--- src/source/isu_defs.svh ---
// sizing macros for the bank instruction scheduling unit
// included by the package and by any module that sizes storage

`ifndef ISU_DEFS_SVH
`define ISU_DEFS_SVH

// issue queue
`define ISU_IQ_DEPTH    16
`define ISU_IQ_PTR_W    4

// crossbar channels
`define ISU_NUM_CH      3
`define ISU_CH_W        2
`define ISU_ROB_W       3
`define ISU_CREDIT_W    3

// linefill slot is set times 8 plus way
`define ISU_SET_W       3
`define ISU_WAY_W       3
`define ISU_SETWAY_W    6

// request fields
`define ISU_OPCODE_W    2
`define ISU_SWO_W       7
`define ISU_WBUF_W      8
`define ISU_STATE_W     2

// line data
`define ISU_LINE_W      256
`define ISU_HALF_W      128

`endif

--- src/source/isu_pkg.sv ---
// shared types of the scheduling unit
// imported by the RTL modules and the testbench

`default_nettype none

`include "isu_defs.svh"

package isu_pkg;

  //--------------------------------------------------------------------
  // request side
  //--------------------------------------------------------------------
  // only channels 0..2 are legal
  typedef logic [`ISU_CH_W-1:0]       ch_id_t;
  typedef logic [`ISU_OPCODE_W-1:0]   opcode_t;
  typedef logic [`ISU_SWO_W-1:0]      set_way_off_t;
  typedef logic [`ISU_WBUF_W-1:0]     wbuf_id_t;
  // state of one cacheline half
  typedef logic [`ISU_STATE_W-1:0]    line_state_t;

  //--------------------------------------------------------------------
  // linefill side
  //--------------------------------------------------------------------
  // slot index that doubles as the biu read id
  typedef logic [`ISU_SETWAY_W-1:0]   setway_t;
  typedef logic [`ISU_LINE_W-1:0]     line_t;
  typedef logic [`ISU_HALF_W-1:0]     half_line_t;

  //--------------------------------------------------------------------
  // sc and crossbar side
  //--------------------------------------------------------------------
  // need_linefill on top of the request opcode
  typedef logic [`ISU_OPCODE_W:0]     sc_opcode_t;
  typedef logic [`ISU_ROB_W-1:0]      rob_num_t;
  typedef logic [`ISU_CREDIT_W-1:0]   credit_t;

endpackage

`default_nettype wire

--- src/source/isu_iq.sv ---
// in-order issue queue for htu requests
// also hands out the per-channel crossbar rob number at acceptance

`timescale 1ns/100ps
`default_nettype none

`include "isu_defs.svh"

module isu_iq import isu_pkg::*; (
  input  logic         clk_i,
  input  logic         rst_i,
  // push side
  input  logic         req_valid_i,
  output logic         req_allow_in_o,
  input  logic         req_need_linefill_i,
  input  setway_t      req_setway_i,
  input  ch_id_t       req_ch_id_i,
  input  opcode_t      req_opcode_i,
  input  set_way_off_t req_set_way_offset_i,
  input  wbuf_id_t     req_wbuffer_id_i,
  input  line_state_t  req_state0_i,
  input  line_state_t  req_state1_i,
  // pop side
  input  logic         pop_i,
  output logic         head_valid_o,
  output logic         head_need_linefill_o,
  output setway_t      head_setway_o,
  output ch_id_t       head_ch_id_o,
  output opcode_t      head_opcode_o,
  output set_way_off_t head_set_way_offset_o,
  output wbuf_id_t     head_wbuffer_id_o,
  output rob_num_t     head_rob_num_o,
  output line_state_t  head_state0_o,
  output line_state_t  head_state1_o
);

  logic [`ISU_IQ_PTR_W-1:0] wr_ptr_q;
  logic [`ISU_IQ_PTR_W-1:0] rd_ptr_q;
  logic [`ISU_IQ_PTR_W:0]   count_q;
  logic [`ISU_IQ_PTR_W:0]   count_next;
  logic                     allow_in_q;
  logic                     kickoff;
  rob_num_t                 req_rob;

  rob_num_t     rob_cnt_q [`ISU_NUM_CH];

  // entry storage
  logic         need_fill_mem [`ISU_IQ_DEPTH];
  setway_t      setway_mem    [`ISU_IQ_DEPTH];
  ch_id_t       ch_id_mem     [`ISU_IQ_DEPTH];
  opcode_t      opcode_mem    [`ISU_IQ_DEPTH];
  set_way_off_t swo_mem       [`ISU_IQ_DEPTH];
  wbuf_id_t     wbuf_mem      [`ISU_IQ_DEPTH];
  rob_num_t     rob_mem       [`ISU_IQ_DEPTH];
  line_state_t  state0_mem    [`ISU_IQ_DEPTH];
  line_state_t  state1_mem    [`ISU_IQ_DEPTH];

  assign req_allow_in_o = allow_in_q;
  assign kickoff        = req_valid_i & allow_in_q;

  //--------------------------------------------------------------------
  // occupancy
  //--------------------------------------------------------------------
  always_comb begin
    case ({kickoff, pop_i})
      2'b10:   count_next = count_q + 1'b1;
      2'b01:   count_next = count_q - 1'b1;
      default: count_next = count_q;
    endcase
  end

  always_ff @(posedge clk_i) begin
    if (rst_i) begin
      wr_ptr_q   <= '0;
      rd_ptr_q   <= '0;
      count_q    <= '0;
      allow_in_q <= 1'b1;
    end else begin
      if (kickoff) wr_ptr_q <= wr_ptr_q + 1'b1;
      if (pop_i)   rd_ptr_q <= rd_ptr_q + 1'b1;
      count_q    <= count_next;
      // allowIn drops on the edge that fills the last slot
      allow_in_q <= (count_next < `ISU_IQ_DEPTH);
    end
  end

  //--------------------------------------------------------------------
  // rob number per channel
  //--------------------------------------------------------------------
  always_comb begin
    req_rob = '0;
    for (int c = 0; c < `ISU_NUM_CH; c++) begin
      if (req_ch_id_i == ch_id_t'(c)) req_rob = rob_cnt_q[c];
    end
  end

  always_ff @(posedge clk_i) begin
    if (rst_i) begin
      for (int c = 0; c < `ISU_NUM_CH; c++) rob_cnt_q[c] <= '0;
    end else if (kickoff) begin
      for (int c = 0; c < `ISU_NUM_CH; c++) begin
        if (req_ch_id_i == ch_id_t'(c)) rob_cnt_q[c] <= rob_cnt_q[c] + 1'b1;
      end
    end
  end

  // payload write
  always_ff @(posedge clk_i) begin
    if (kickoff) begin
      need_fill_mem[wr_ptr_q] <= req_need_linefill_i;
      setway_mem[wr_ptr_q]    <= req_setway_i;
      ch_id_mem[wr_ptr_q]     <= req_ch_id_i;
      opcode_mem[wr_ptr_q]    <= req_opcode_i;
      swo_mem[wr_ptr_q]       <= req_set_way_offset_i;
      wbuf_mem[wr_ptr_q]      <= req_wbuffer_id_i;
      rob_mem[wr_ptr_q]       <= req_rob;
      state0_mem[wr_ptr_q]    <= req_state0_i;
      state1_mem[wr_ptr_q]    <= req_state1_i;
    end
  end

  // head of queue
  assign head_valid_o          = (count_q != '0);
  assign head_need_linefill_o  = need_fill_mem[rd_ptr_q];
  assign head_setway_o         = setway_mem[rd_ptr_q];
  assign head_ch_id_o          = ch_id_mem[rd_ptr_q];
  assign head_opcode_o         = opcode_mem[rd_ptr_q];
  assign head_set_way_offset_o = swo_mem[rd_ptr_q];
  assign head_wbuffer_id_o     = wbuf_mem[rd_ptr_q];
  assign head_rob_num_o        = rob_mem[rd_ptr_q];
  assign head_state0_o         = state0_mem[rd_ptr_q];
  assign head_state1_o         = state1_mem[rd_ptr_q];

  // scheduler must only pop a live head
  a_no_pop_empty: assert property (@(posedge clk_i) disable iff (rst_i)
    pop_i |-> head_valid_o);

  // htu only sends channels 0..2
  a_ch_id_legal: assert property (@(posedge clk_i) disable iff (rst_i)
    kickoff |-> (req_ch_id_i < `ISU_NUM_CH));

endmodule

`default_nettype wire

--- config.mk ---
export PLATFORM = sky130hd
export DESIGN_NAME = isu_iq
export DESIGN_NICKNAME = d
export VERILOG_FILES = /design/src/source/isu_pkg.sv /design/src/source/isu_iq.sv
export VERILOG_INCLUDE_DIRS = /design/src /design/src/source
export SDC_FILE = /design/constraint.sdc
export NUM_CORES = 1
export LEC_CHECK = 0
export ABC_CLOCK_PERIOD_IN_PS = 3750
export BUFFER_PORTS_ARGS = -buffer_cell sky130_fd_sc_hd__buf_2
export CORE_ASPECT_RATIO = 0.7
export CORE_MARGIN = 4
export CORE_UTILIZATION = 45
export DETAILED_ROUTE_END_ITERATION = 10
export SKIP_CTS_REPAIR_TIMING = 1
export SLEW_MARGIN = 20
export SYNTH_ARGS = -nofsm -noshare
export SYNTH_HDL_FRONTEND = slang
export SYNTH_SLANG_ARGS = --single-unit
--- constraint.sdc ---
create_clock -name clk_i -period 3.75 [get_ports clk_i]
set_input_delay 0 -clock clk_i [delete_from_list [all_inputs] [get_ports clk_i]]
set_output_delay 0 -clock clk_i [all_outputs]
set_load 0.03 [all_outputs]
# == Yosys cells after proc, flatten, opt, wreduce, memory -nomap -nowiden ==
# Memory sizes are Yosys's and may differ from the RTL's. A register that Yosys moved wholly into a read port is not among the register bits.
# Index checks and enable logic that the tools add are counted.
# totals
mem_bits_rw,537
reg_bits,14
mem_count,10
out_inout_bits,35
# classes
n_lt_le_gt_ge,1
addsub,7
n_bitwise,4
reduce_logical,2
eq_ne,4
mux,41
# mem_list
name,words,word_bits,read_ports,rd_ports_with_merged_regs,wr,line,text
wbuf_mem,16,8,1,1,1,isu_iq.sv:53,wbuf_id_t wbuf_mem [`ISU_IQ_DEPTH];
swo_mem,16,7,1,1,1,isu_iq.sv:52,set_way_off_t swo_mem [`ISU_IQ_DEPTH];
setway_mem,16,6,1,1,1,isu_iq.sv:49,setway_t setway_mem [`ISU_IQ_DEPTH];
rob_mem,16,3,1,1,1,isu_iq.sv:54,rob_num_t rob_mem [`ISU_IQ_DEPTH];
ch_id_mem,16,2,1,1,1,isu_iq.sv:50,ch_id_t ch_id_mem [`ISU_IQ_DEPTH];
opcode_mem,16,2,1,1,1,isu_iq.sv:51,opcode_t opcode_mem [`ISU_IQ_DEPTH];
4 more memories,n/a,n/a,n/a,n/a,n/a,n/a,
# ops
op,n
4-bit two-way mux,18
3-bit two-way mux,6
1-bit two-way mux,16
5-bit one-hot mux with 2 select lines,1
"3-bit by 1-bit adder with 3-bit output, second input constant",3
"4-bit by 1-bit adder with 4-bit output, second input constant",2
"5-bit by 1-bit adder with 5-bit output, second input constant",1
"5-bit less-than comparator, second input constant",1
5-bit nonzero test,1
"5-bit by 1-bit subtractor with 5-bit output, second input constant",1
"2-bit by 1-bit == test with 1-bit output, second input constant",2
"2-bit == test, second input constant",2
1-bit OR,3
2-bit logical NOT,1
1-bit AND,1

# == Logic depth before layout (Yosys ltp) ==
# depth
depth_word,6
ltp_mapped,10

# == Worst setup path after synthesis ==
# OpenSTA, ideal clock, no wires.
# synth_timing
kind,reg2reg
startpoint,"reg allow_in_q, in the netlist req_allow_in_o"
endpoint,"mem ch_id_mem[0][0] (netlist bit), enable pin"
path_stages_with_launch,5
t_arrival_ps,3403
setup_time_ps,464
required_time_ps,3286
path_slack_ps,-117
path_cell_list,dfxtp_1 > and2_1 > clkbuf_1 > nand2_1 > nor3_1
# synth_via
elab_chain_cells,3
# synth_lines
element,line,text
start: declaration,isu_iq.sv:41,logic allow_in_q;
start signal: assignment,isu_iq.sv:83,allow_in_q <= (count_next < `ISU_IQ_DEPTH);
1-bit AND,isu_iq.sv:59,assign kickoff = req_valid_i & allow_in_q;
1-bit two-way mux,isu_iq.sv:109,if (kickoff) begin
1-bit two-way mux (implied by the code),isu_iq.sv:112,ch_id_mem[wr_ptr_q] <= req_ch_id_i;
end: declaration,isu_iq.sv:50,
# Every way passes these cells.

==> results.ini <==
[timing]
finalSetupViolCount=0
skew_ps=27.7
fin_crit_ps=2930
max_slew_margin_pct=30.4
timing.setup.tns_ps=0
whs_ps=33.4
tightest_slew_ps=1040
fin_crit_sh_pct=78.2
drv_slew=0
max_freq_mhz=341
hold_viol=0
rsz0062_at_grt=no

[synthesis]
synthMuxAreaShare_pct=14.3
async_flop_share_pct=0
syn-cell-area_um2=21100
yosys_most_used_dff=edfxtp_1
netlist_instances=970
synth_xor_xnor_area_share_pct=0.497
ys_seq_area_share_pct=78.0
synth-simple-area-share_pct=2.53
synth-seq-cells=555
synth_compound_area_share_pct=2.83
ys.warnings.count=0
synth_edf_count=537
synth.avg_cell_area_um2=21.8
synth.distinct_cells=40
synthAdderAreaFrac_pct=0.710
synth.net_count=1016
synth_top_family_by_area=multiplexers

[cts]
clockBufferDepth=3
cts_tree=yes
clkLatencyLatePin_ps=600
root_buffer=clkbuf_16
clock-sinks=555
clkTransAtPathRegs_ps=60
numCtsBuffers=53
htree_levels=2

[worst_setup_path]
crit_type=register to output port
path_delay_family=buffers and inverters
path_depth=5
critPathMaxStageDelay_ps=630
cp-start-kind=register
required_ps=3750
cp.arrival_ps=2930
slowest_stage=dfxtp_4
path_max_fanout=27
crit_path_cell_trace=buf_4 > mux4_2 > a22oi_1 > nand2_1 > buf_2
worst_setup_path_end_kind=output port
worst_r2r_path_depth=9
crit_buf_inv=2

[global_route]
grt-ovfl-total=0
antenna_found_initial=0
grt_usage_pct=17.7
grt_pass1_vias=10300
grt_max_degree=46
grt_pass1_wl_um=66700

[route]
wl_per_cell_um=25.0
drtAntennaViolNets=0
vias=9977
drtIter0Drc=884
vias_per_cell=5.67
wirelength_um=44000
drtPass1Iterations=5
drc=0

[pwr]
powerDensity_nw_per_um2=567
clkPwrFrac_pct=38.1
p_int_mw=10.7
peakVddDrop_mv=0.427
p_seq_share_pct=51.2
netSwitchingPower_mw=3.25
p_comb_share_pct=10.7
cellLeakagePower_nw=7.86
switching_share_pct=23.3

[cells_and_area]
layout_commonest_cell=edfxtp_1
antenna_cells=0
syn_to_final_growth_pct=16.6
final_cell_mix=edfxtp_1, mux4_2, buf_2
fin_nets=1153
drive_gt1_share_pct=29.5

[hold_path]
hp-class=input pin to register
hold_path_depth=4

[die]
fp.dieArea_um2=50600
num_rows=66
fp.dieH_um=189
die_width_um=267
start_util_pct=45.6
pin_count=69
core_um2=46400

[placed_design]
gp_congestion=0.711
portBuffers=68
dp_hpwl_um=24300

[run_status]
outcome=finished, final reports clean

[run]
maxCapViolations=0

[kinds of logic (layout without fill, tap and decap cells)]
kind of cell / count (synthesis) / in the layout
muxes: 137 / 137
AOI/OAI and AO/OA: 82 / 82
and+or+nand+nor: 114 / 114
DFF: 555 / 555
adders and majority gates: 12 / 12
xor gates and xnor gates: 12 / 12
buffers and inverters: 58 / 237
[metrics by stage]
stage / instance area (um^2) / total power [mW] / instances / utilization, % / setup WS, ps
final: 24600 / 14.0 / 1761 / 53.1 / 819
after global routing: 24600 / 14.5 / 1761 / 53.1 / 557
after CTS: 24300 / 14.1 / 1729 / 52.4 / 720
after detailed placement: 22600 / 8.79 / 1632 / 48.7 / 811
after global placement: 22600 / 8.76 / 1632 / 48.7 / 963
after floorplan: 21200 / 8.26 / 970 / - / 168
[Yosys cell counts, types with 6 or more instances]
master	count	area share (%)
o21ai_0	7	0.17
nor2_1	30	0.53
xnor2_1	6	0.25
xor2_1	6	0.25
dfxtp_1	18	1.7
ha_1	12	0.71
nand2_1	49	0.87
mux4_2	132	14
clkbuf_1	23	0.41
buf_2	16	0.38
a22oi_1	66	2.3
edfxtp_1	537	76
nor3_1	6	0.14
buf_1	12	0.21
[path summary, 6_finish.rpt]
kind / start / slack (ps) / end
hold / removal: req_valid_i / 30 / wr_ptr_q[1]
setup / recovery: register / 820 / head_setway_o[0]
setup reg to reg: req_allow_in_o / 820 / register
hold reg to reg: wr_ptr_q[1] / 540 / wr_ptr_q[1]
[state kept, by name, indices dropped and copies added (netlist names), named ones only]
name / count
state0_mem: 32
wbuf_mem: 128
need_fill_mem: 16
wr_ptr_q: 4
count_q: 4
setway_mem: 96
swo_mem: 112
req_allow_in_o: 1
ch_id_mem: 32
opcode_mem: 32
rd_ptr_q: 4
rob_cnt_q: 9
state1_mem: 32
rob_mem: 48
[layout make-up]
class	instances	area [um^2]
timing repair buffer	135	1060
inverter	5	18.8
clock inverter	35	342
tap	612	766
fill	3594	21800
clock buffer	62	1400
sequential	555	16500
multi-input combinational	357	4570
[layer usage]
metal	up-vias	GRT usage, %	share of wire [%]
met4	0	3.63	1.6
met5	-	0	0
met3	55	3.17	5.6
met2	277	27.5	47
met1	5295	26.8	46
li1	4350	-	-
[power groups by stage]
stage	clock network, mW	registers (mW)	logic, mW
3_3_place_gp	0	7.28	1.48
5_1_grt	5.73	7.18	1.63
2_1_floorplan	0	7.25	1.01
6_report	5.32	7.16	1.49
3_5_place_dp	0	7.29	1.50
4_1_cts	5.46	7.16	1.50
[worst register-to-register path: stages (launching register included)]
cell and delay (ps):
dfxtp_1 320, and2_1 390, inv_1 180, ha_1 340
xor2_1 190, ha_1 220, a21o_1 180, o21ai_0 240
and4b_4 250, or4_1 490
(Power assumes the default switching activity.)
