**config.mk**
```make
export PLATFORM = sky130hd
export DESIGN_NAME = isu_sched
export DESIGN_NICKNAME = d
export VERILOG_FILES = /design/src/source/isu_pkg.sv /design/src/source/isu_sched.sv
export VERILOG_INCLUDE_DIRS = /design/src /design/src/source
export SDC_FILE = /design/constraint.sdc
export NUM_CORES = 1
export LEC_CHECK = 0
export ABC_AREA = 1
export BUFFER_PORTS_ARGS = -buffer_cell sky130_fd_sc_hd__buf_2
export CORE_AREA = 4 4 228 230
export DETAILED_ROUTE_END_ITERATION = 10
export DIE_AREA = 0 0 232 234
export PLACE_DENSITY = 0.37
export SYNTH_ARGS = -nofsm -noshare
export SYNTH_HDL_FRONTEND = slang
export SYNTH_SLANG_ARGS = --single-unit
```
**constraint.sdc**
```tcl
create_clock -name vclk -period 1.7
set_clock_uncertainty 0.1 [all_clocks]
set_input_delay 0.17 -clock vclk [all_inputs]
set_output_delay 0.17 -clock vclk [all_outputs]
set_load 0.03 [all_outputs]
```
**src/source/isu_defs.svh**
```systemverilog
// sizing macros for the bank instruction scheduling unit
// included by the package and by any module that sizes storage

`ifndef ISU_DEFS_SVH
`define ISU_DEFS_SVH

// issue queue
`define ISU_IQ_DEPTH    16
`define ISU_IQ_PTR_W    4

// crossbar channels
`define ISU_NUM_CH      3
`define ISU_CH_W        2
`define ISU_ROB_W       3
`define ISU_CREDIT_W    3

// linefill slot is set times 8 plus way
`define ISU_SET_W       3
`define ISU_WAY_W       3
`define ISU_SETWAY_W    6

// request fields
`define ISU_OPCODE_W    2
`define ISU_SWO_W       7
`define ISU_WBUF_W      8
`define ISU_STATE_W     2

// line data
`define ISU_LINE_W      256
`define ISU_HALF_W      128

`endif

```
**src/source/isu_pkg.sv**
```systemverilog
// shared types of the scheduling unit
// imported by the RTL modules and the testbench

`default_nettype none

`include "isu_defs.svh"

package isu_pkg;

  //--------------------------------------------------------------------
  // request side
  //--------------------------------------------------------------------
  // only channels 0..2 are legal
  typedef logic [`ISU_CH_W-1:0]       ch_id_t;
  typedef logic [`ISU_OPCODE_W-1:0]   opcode_t;
  typedef logic [`ISU_SWO_W-1:0]      set_way_off_t;
  typedef logic [`ISU_WBUF_W-1:0]     wbuf_id_t;
  // state of one cacheline half
  typedef logic [`ISU_STATE_W-1:0]    line_state_t;

  //--------------------------------------------------------------------
  // linefill side
  //--------------------------------------------------------------------
  // slot index that doubles as the biu read id
  typedef logic [`ISU_SETWAY_W-1:0]   setway_t;
  typedef logic [`ISU_LINE_W-1:0]     line_t;
  typedef logic [`ISU_HALF_W-1:0]     half_line_t;

  //--------------------------------------------------------------------
  // sc and crossbar side
  //--------------------------------------------------------------------
  // need_linefill on top of the request opcode
  typedef logic [`ISU_OPCODE_W:0]     sc_opcode_t;
  typedef logic [`ISU_ROB_W-1:0]      rob_num_t;
  typedef logic [`ISU_CREDIT_W-1:0]   credit_t;

endpackage

`default_nettype wire

```
**src/source/isu_sched.sv**
```systemverilog
// issue decision for the queue head and assembly of the sc transaction
// purely combinational, the queue and linefill unit hold the state

`timescale 1ns/100ps
`default_nettype none

module isu_sched import isu_pkg::*; (
  // queue head
  input  logic         head_valid_i,
  input  logic         head_need_linefill_i,
  input  setway_t      head_setway_i,
  input  ch_id_t       head_ch_id_i,
  input  opcode_t      head_opcode_i,
  input  set_way_off_t head_set_way_offset_i,
  input  wbuf_id_t     head_wbuffer_id_i,
  input  rob_num_t     head_rob_num_i,
  input  line_state_t  head_state0_i,
  input  line_state_t  head_state1_i,
  // linefill lookup
  input  logic         pending_i,
  input  line_t        line_i,
  output setway_t      query_setway_o,
  // crossbar credit levels
  input  credit_t      credit0_i,
  input  credit_t      credit1_i,
  input  credit_t      credit2_i,
  // sc transaction
  input  logic         sc_ready_i,
  output logic         pop_o,
  output logic         sc_valid_o,
  output ch_id_t       sc_channel_id_o,
  output sc_opcode_t   sc_opcode_o,
  output set_way_off_t sc_set_way_offset_o,
  output wbuf_id_t     sc_wbuffer_id_o,
  output rob_num_t     sc_rob_num_o,
  output line_state_t  sc_dirty0_o,
  output line_state_t  sc_dirty1_o,
  output half_line_t   sc_data0_o,
  output half_line_t   sc_data1_o
);

  credit_t head_credit;
  logic    credit_ok;
  logic    fill_ok;

  //--------------------------------------------------------------------
  // issue decision
  //--------------------------------------------------------------------
  // credit of the head's channel
  always_comb begin
    case (head_ch_id_i)
      2'd0:    head_credit = credit0_i;
      2'd1:    head_credit = credit1_i;
      2'd2:    head_credit = credit2_i;
      default: head_credit = '0;
    endcase
  end

  assign credit_ok = (head_credit != '0);

  // hits go right away, misses wait for the line
  assign query_setway_o = head_setway_i;
  assign fill_ok        = !head_need_linefill_i || !pending_i;

  assign sc_valid_o = head_valid_i & credit_ok & fill_ok;
  assign pop_o      = sc_valid_o & sc_ready_i;

  //--------------------------------------------------------------------
  // sc fields
  //--------------------------------------------------------------------
  assign sc_channel_id_o     = head_ch_id_i;
  assign sc_opcode_o         = {head_need_linefill_i, head_opcode_i};
  assign sc_set_way_offset_o = head_set_way_offset_i;
  assign sc_wbuffer_id_o     = head_wbuffer_id_i;
  assign sc_rob_num_o        = head_rob_num_i;
  assign sc_dirty0_o         = head_state0_i;
  assign sc_dirty1_o         = head_state1_i;

  // line halves only for linefill requests
  assign sc_data0_o = head_need_linefill_i ? line_i[`ISU_HALF_W-1:0] : '0;
  assign sc_data1_o = head_need_linefill_i ? line_i[`ISU_LINE_W-1:`ISU_HALF_W] : '0;

endmodule

`default_nettype wire

```
* After elaboration in Yosys (flattened, before gate mapping) *
Index checks and enable logic that the tools add are counted.
W data, S select, Z words.

storage, ports and cells
  bits in registers = 0
  input port bits = 301
  logic and storage cells = 13

cells by class
  eq/ne operators = 2
  muxes and demuxes = 3
  bitwise operators = 3
  reduce and logical (&&, ||, !) cells = 5

operators with widths
  operator              count
  $mux W128             2
  $pmux W3 S3           1
  $and A1 B1 Y1         3
  $reduce_bool A3 Y1    1
  $eq A2 B1 Y1 const B  1
  $eq A2 B2 Y1 const B  1
  $logic_not A1 Y1      2
  $logic_not A2 Y1      1
  $logic_or A1 B1 Y1    1

* Longest topological paths before layout *
Gate-level depths: netlist of the first run.

  depth after elaboration = 6
  gate-level depth with buffers = 7
  gate-level depth less buffers = 7

* Worst setup path before layout of the first run *
Ideal clock, no wire load.

  path type = in2out
  start = input port head_need_linefill_i
  end = output port pop_o
  arrival = 971 ps
  setup slack = 459 ps
  stages = 6
  cells stage by stage = buf_6 a21oi_2 nand2_1 nor2_1 nand2_1 nor2_1

between the ends
  word-level cells in the longest chain between the ends = 4

RTL lines
  element             line             RTL
  start: declaration  isu_sched.sv:10  input logic head_need_linefill_i,
  $logic_not A1 Y1    isu_sched.sv:63  assign fill_ok = !head_need_linefill_i || !pending_i;
  $logic_or A1 B1 Y1  isu_sched.sv:63
  $and A1 B1 Y1       isu_sched.sv:65  assign sc_valid_o = head_valid_i & credit_ok & fill_ok;
  $and A1 B1 Y1       isu_sched.sv:66  assign pop_o = sc_valid_o & sc_ready_i;
  end: declaration    isu_sched.sv:29  output logic pop_o,

No other way between the ends.

* Worst setup path in the final report of the first run *
  start = input port head_need_linefill_i
  end = output port sc_data0_o[44]

between the ends
  word-level cells in the longest chain between the ends = 1

RTL lines
  element           line             RTL
  $mux W128         isu_sched.sv:80  assign sc_data0_o = head_need_linefill_i ? line_i[`ISU_HALF_W-1:0] : '0;
  end: declaration  isu_sched.sv:38  output half_line_t sc_data0_o,

No other way between the ends.

==> reports/metrics.yaml, run 1 <==
global_route:
  antenna_found_initial: 6
  grtUsageTotal_pct: 5.32
  grt_max_degree: 112
  grt_overflow: 0
  grt_pass1_vias: 4177
  grt_pass1_wl_mm: 23.1
synthesis:
  post-synth-top-area-fraction_pct: 37.9
  synth_fa_ha_area_share_pct: 0
  synth_area_um2: 2620
  syn_area_per_cell_um2: 4.38
  synth.area.mux_share_pct: 0
  synthXorXnorAreaFrac_pct: 0
  syn_nets: 898
  synth_top_family_by_area: "buffers and inverters"
  synth_warnings: 0
  synth_top_cells_by_count: "nand2_1, inv_1, buf_4"
  yosys-top-cells-area: "nand2_1, inv_1, buf_4, clkbuf_8, buf_6"
  synth.most_common_cell: "nand2_1"
  synthSimpleGateAreaFrac_pct: 38.9
  ys_seq_area_share_pct: 0
  synthDistinctLibCells: 8
  syn_inst: 597
  synth_top_area_cell: "nand2_1"
  synth_compound_area_share_pct: 0.335
sta:
  rsz0062_at_grt: "no"
  fmax_ghz: 0.655
  hold_violations: 0
  max_slew_margin_pct: 66.2
  worst_pin_slew_ns: 0.507
  setup_tns_ns: 0
  final-max-slew-violation-count: 0
  fin_hold_ws_ns: 0.240
  finalSetupViolCount: 0
  period_share_pct: 89.8
  setup_slack_ns: 0.173
  fin_crit_ns: 1.53
detailed_routing:
  vias_per_cell: 2.70
  wl_per_cell_um: 10.1
  drt-total-wl_mm: 17.7
  drc: 0
  detailroute.wirelength.met2_mm: 9.08
  m1WireLength_mm: 6.13
  drt_pre_antenna_iters: 4
  drt_iter0_drc: 170
  route.met3.wl_mm: 1.92
  antenna_left: 0
  top_layer: "met5"
  vias: 4734
die:
  start_util_pct: 5.25
  ios: 592
  core_um2: 49900
  rows: 82
  fp.dieW_um: 232
  die_h_um: 234
  die_area_um2: 54300
critical_path:
  crit_path_start_kind: "input port"
  crit_type: "input port to primary output"
  cp.arrival_ns: 1.26
  cp_slowest_cell: "buf_12"
  required_ns: 1.43
  crit_path_cell_trace: "buf_6 > buf_12 > buf_4 > nand2_1 > inv_1 > buf_2"
  max_stage_delay_ns: 0.29
  crit_path_end_kind: "primary output"
  critical_path.max_fanout: 111
layout:
  seq_area_um2: 0
  num-clock-buffers: 0
  num-nets-final: 1379
  syn2layout_area_growth_pct: 115
  layout-drive-gt1-share_pct: 50.4
  seq_cells: 0
outcome:
  status: "completed"
placement:
  gp_congestion: 0.797
  hpwlAfterDp_mm: 16.3
  dp_worst_setup_slack_ns: 0.200
  port_buffers: 532
power_and_ir_drop:
  p_leak_nw: 5.00
  ir_drop_uv: 109
  total_power_w: 0.00173
  p_per_area_nw_per_um2: 307
clock_network:
  cts_setup_buffers: 0
  cts.repair.resized: 0
  hold_buffers: 0
hold_path:
  hp-class: "input port to primary output"
job:
  cap_viol_max_count: 0
-- placed cells by master (no fill, tap or decap) --
master	n
buf_4	7
buf_6	1
diode_2	3
buf_2	531
buf_12	2
nand2_1	264
a21oi_2	1
inv_1	263
nor2_1	7
-- layer usage --
metal  global-route usage [%]  up-vias
li1                         -     2430
met1                     6.07     1978
met2                     9.96      298
met3                     1.19       26
met4                     1.42        2
met5                        0        -
-- critical path, delay by kind of cell --
family,cells,cell delay [ns]
simple gates,1,0.06
buf+inv,5,0.88
-- logic make-up (layout without fill, tap and decap cells) --
group	count (synthesis)	count (layout)
and+or+nand+nor	271	271
buffers and inverters	325	804
other	0	3
AOI/OAI and AO/OA	1	1
-- area by class of cell --
| cell class | count | area, um2 |
|---|---|---|
| Timing Repair Buffer | 541 | 2760 |
| Multi-Input combinational cell | 272 | 1030 |
| Inverter | 263 | 987 |
| Tap cell | 672 | 841 |
| Fill cell | 5948 | 44200 |
| Antenna cell | 3 | 7.51 |
-- power by group --
part | switching, W | internal, W
clock | 0 | 0.000000000237
sequential | 0 | 0
combinational | 0.00116 | 0.000563
total | 0.00116 | 0.000563
-- path summary, 6_finish.rpt --
| path | startpoint | endpoint | slack, ns | depth (start not counted) |
|---|---|---|---|---|
| worst max-delay path | head_need_linefill_i | sc_data0_o[44] | 0.17 | 6 |
| worst min-delay path | head_setway_i[3] | query_setway_o[3] | 0.24 | 0 |
-- metrics by stage --
step	instance area, um2	instances	util (%)
floorplan	2620	597	-
global placement	5620	1748	11.3
detailed placement	5620	1748	11.3
CTS	5620	1748	11.3
global route	5620	1749	11.3
finish	5620	1751	11.3
Power figures use the tool's default switching activity.
==> inputs of run 2 (changes only) <==
clock period = 1.8 ns   (was 1.7 ns; I/O delays follow)
==> run 2 against run 1 <==
Compared with the run above: critical path depth unchanged; via count about the same; first-iteration DRC count up 5.9%; final cell count up 0.11%; global-route usage down 0.22 points; largest cell class unchanged.
==> reports/metrics.yaml, run 2 (synthesized netlist as in run 1, its figures left out) <==
global_route:
  grtUsageTotal_pct: 5.10  # -0.22 points
  antenna_found_initial: 7  # +1
  grt_max_degree: 57  # -49%
  grt_pass1_vias: 3973  # -4.9%
  grt_pass1_wl_mm: 22.0  # -4.7%
  grt_overflow: 0  # unchanged
critical_path:
  cp_slowest_cell: "buf_12"
  crit_path_cell_trace: "buf_6 > buf_12 > buf_12 > nand2_1 > inv_1 > buf_2"
  crit_type: "input port to primary output"
  cp.arrival_ns: 1.18  # -0.08 ns
  max_stage_delay_ns: 0.25  # -0.04 ns
  crit_path_start_kind: "input port"
  critPathMostFrequentCell: "buf_12"
  crit_path_end_kind: "primary output"
  crit_family: "buffers and inverters"
  required_ns: 1.52  # +0.09 ns
  critical_path.max_fanout: 56  # -50%
  cp.buffers_inverters: 5  # unchanged
layout:
  final_common_cell: "buf_2"
  seq_cells: 0  # unchanged
  syn2layout_area_growth_pct: 116
  seq_area_um2: 0  # unchanged
  layout-drive-gt1-share_pct: 50.4  # about the same
  mostFrequentLayoutCells: "buf_2, nand2_1, inv_1"
  final_cells: 1753  # +0.11%
  num-nets-final: 1380  # +0.073%
  num-clock-buffers: 0  # unchanged
detailed_routing:
  m1WireLength_mm: 6.20  # +1.2%
  drt-total-wl_mm: 17.6  # -0.44%
  vias: 4732  # -0.042%
  route.met3.wl_mm: 1.81  # -6.2%
  top_layer: "met5"
  drt_pre_antenna_iters: 5  # +1
  wl_per_cell_um: 10.0  # -0.56%
  drc: 0  # unchanged
  antenna_left: 0  # unchanged
  vias_per_cell: 2.70  # -0.16%
  detailroute.wirelength.met2_mm: 8.88  # -2.2%
  drt_iter0_drc: 180  # +5.9%
die:
  ios: 592  # unchanged
  core_um2: 49900  # unchanged
  die_area_um2: 54300  # unchanged
  die_h_um: 234  # unchanged
  rows: 82  # unchanged
  fp.dieW_um: 232  # unchanged
  start_util_pct: 5.25  # unchanged
hold_path:
  hp-class: "input port to primary output"
sta:
  setup_tns_ns: 0  # unchanged
  fmax_ghz: 0.683
  final-max-slew-violation-count: 0  # unchanged
  max_slew_margin_pct: 81.6  # +15 points
  period_share_pct: 81.3
  fin_crit_ns: 1.46
  rsz0062_at_grt: "no"
  finalSetupViolCount: 0  # unchanged
  hold_violations: 0  # unchanged
  worst_pin_slew_ns: 0.277  # -0.230 ns
  setup_slack_ns: 0.336  # +0.163 ns
placement:
  hpwlAfterDp_mm: 16.2  # -0.47%
  dp.cells: 1749  # +0.057%
  port_buffers: 532  # unchanged
  gp_congestion: 0.800  # +0.38%
  dp_worst_setup_slack_ns: 0.335  # +0.135 ns
job:
  cap_viol_max_count: 0  # unchanged
clock_network:
  cts_setup_buffers: 0  # unchanged
  hold_buffers: 0  # unchanged
  cts.repair.resized: 0  # unchanged
power_and_ir_drop:
  ir_drop_uv: 76.9  # -29%
  p_leak_nw: 5.01  # +0.19%
  p_per_area_nw_per_um2: 289  # -5.7%
outcome:
  status: "completed"
-- run 2: changes by cell type in the layout (fill, tap and decap cells not counted) --
cell     previous run  this run
diode_2             3         4
buf_12              2         3
-- run 2: layout make-up --
cell class	count	area, um2
diodes	4	10.0
fillers	5939	44200
inverters	263	987
multi-input cells	272	1030
well taps	672	841
repair buffers	542	2780
-- run 2: metal layers --
layer | up-vias | GRT usage [%]
met1 | 1971 | 5.73
met2 | 299 | 9.43
met4 | 4 | 1.89
met5 | - | 0
met3 | 26 | 1.13
li1 | 2432 | -
-- run 2: power breakdown --
part	leakage [nW]	switching [W]	total, W	internal (W)
Clock	0.0000254	0	0.000000000299	0.000000000299
Combinational	5.01	0.00110	0.00163	0.000536
Sequential	0	0	0	0
-- run 2: worst paths after layout --
path / from / to / slack, ns / cells past startpoint
worst max-delay path: head_need_linefill_i / sc_data0_o[36] / 0.34 / 6
worst min-delay path: head_setway_i[3] / query_setway_o[3] / 0.26 / 0
-- run 2: metrics by stage --
step	power, W	hold WS [ns]	cell area [um2]	util [%]
after floorplan	0.00114	0.392	2620	-
after global placement	0.00165	0.260	5640	11.3
after detailed placement	0.00165	0.260	5640	11.3
after CTS	0.00165	0.260	5640	11.3
after global routing	0.00176	0.260	5640	11.3
final	0.00163	0.260	5650	11.3
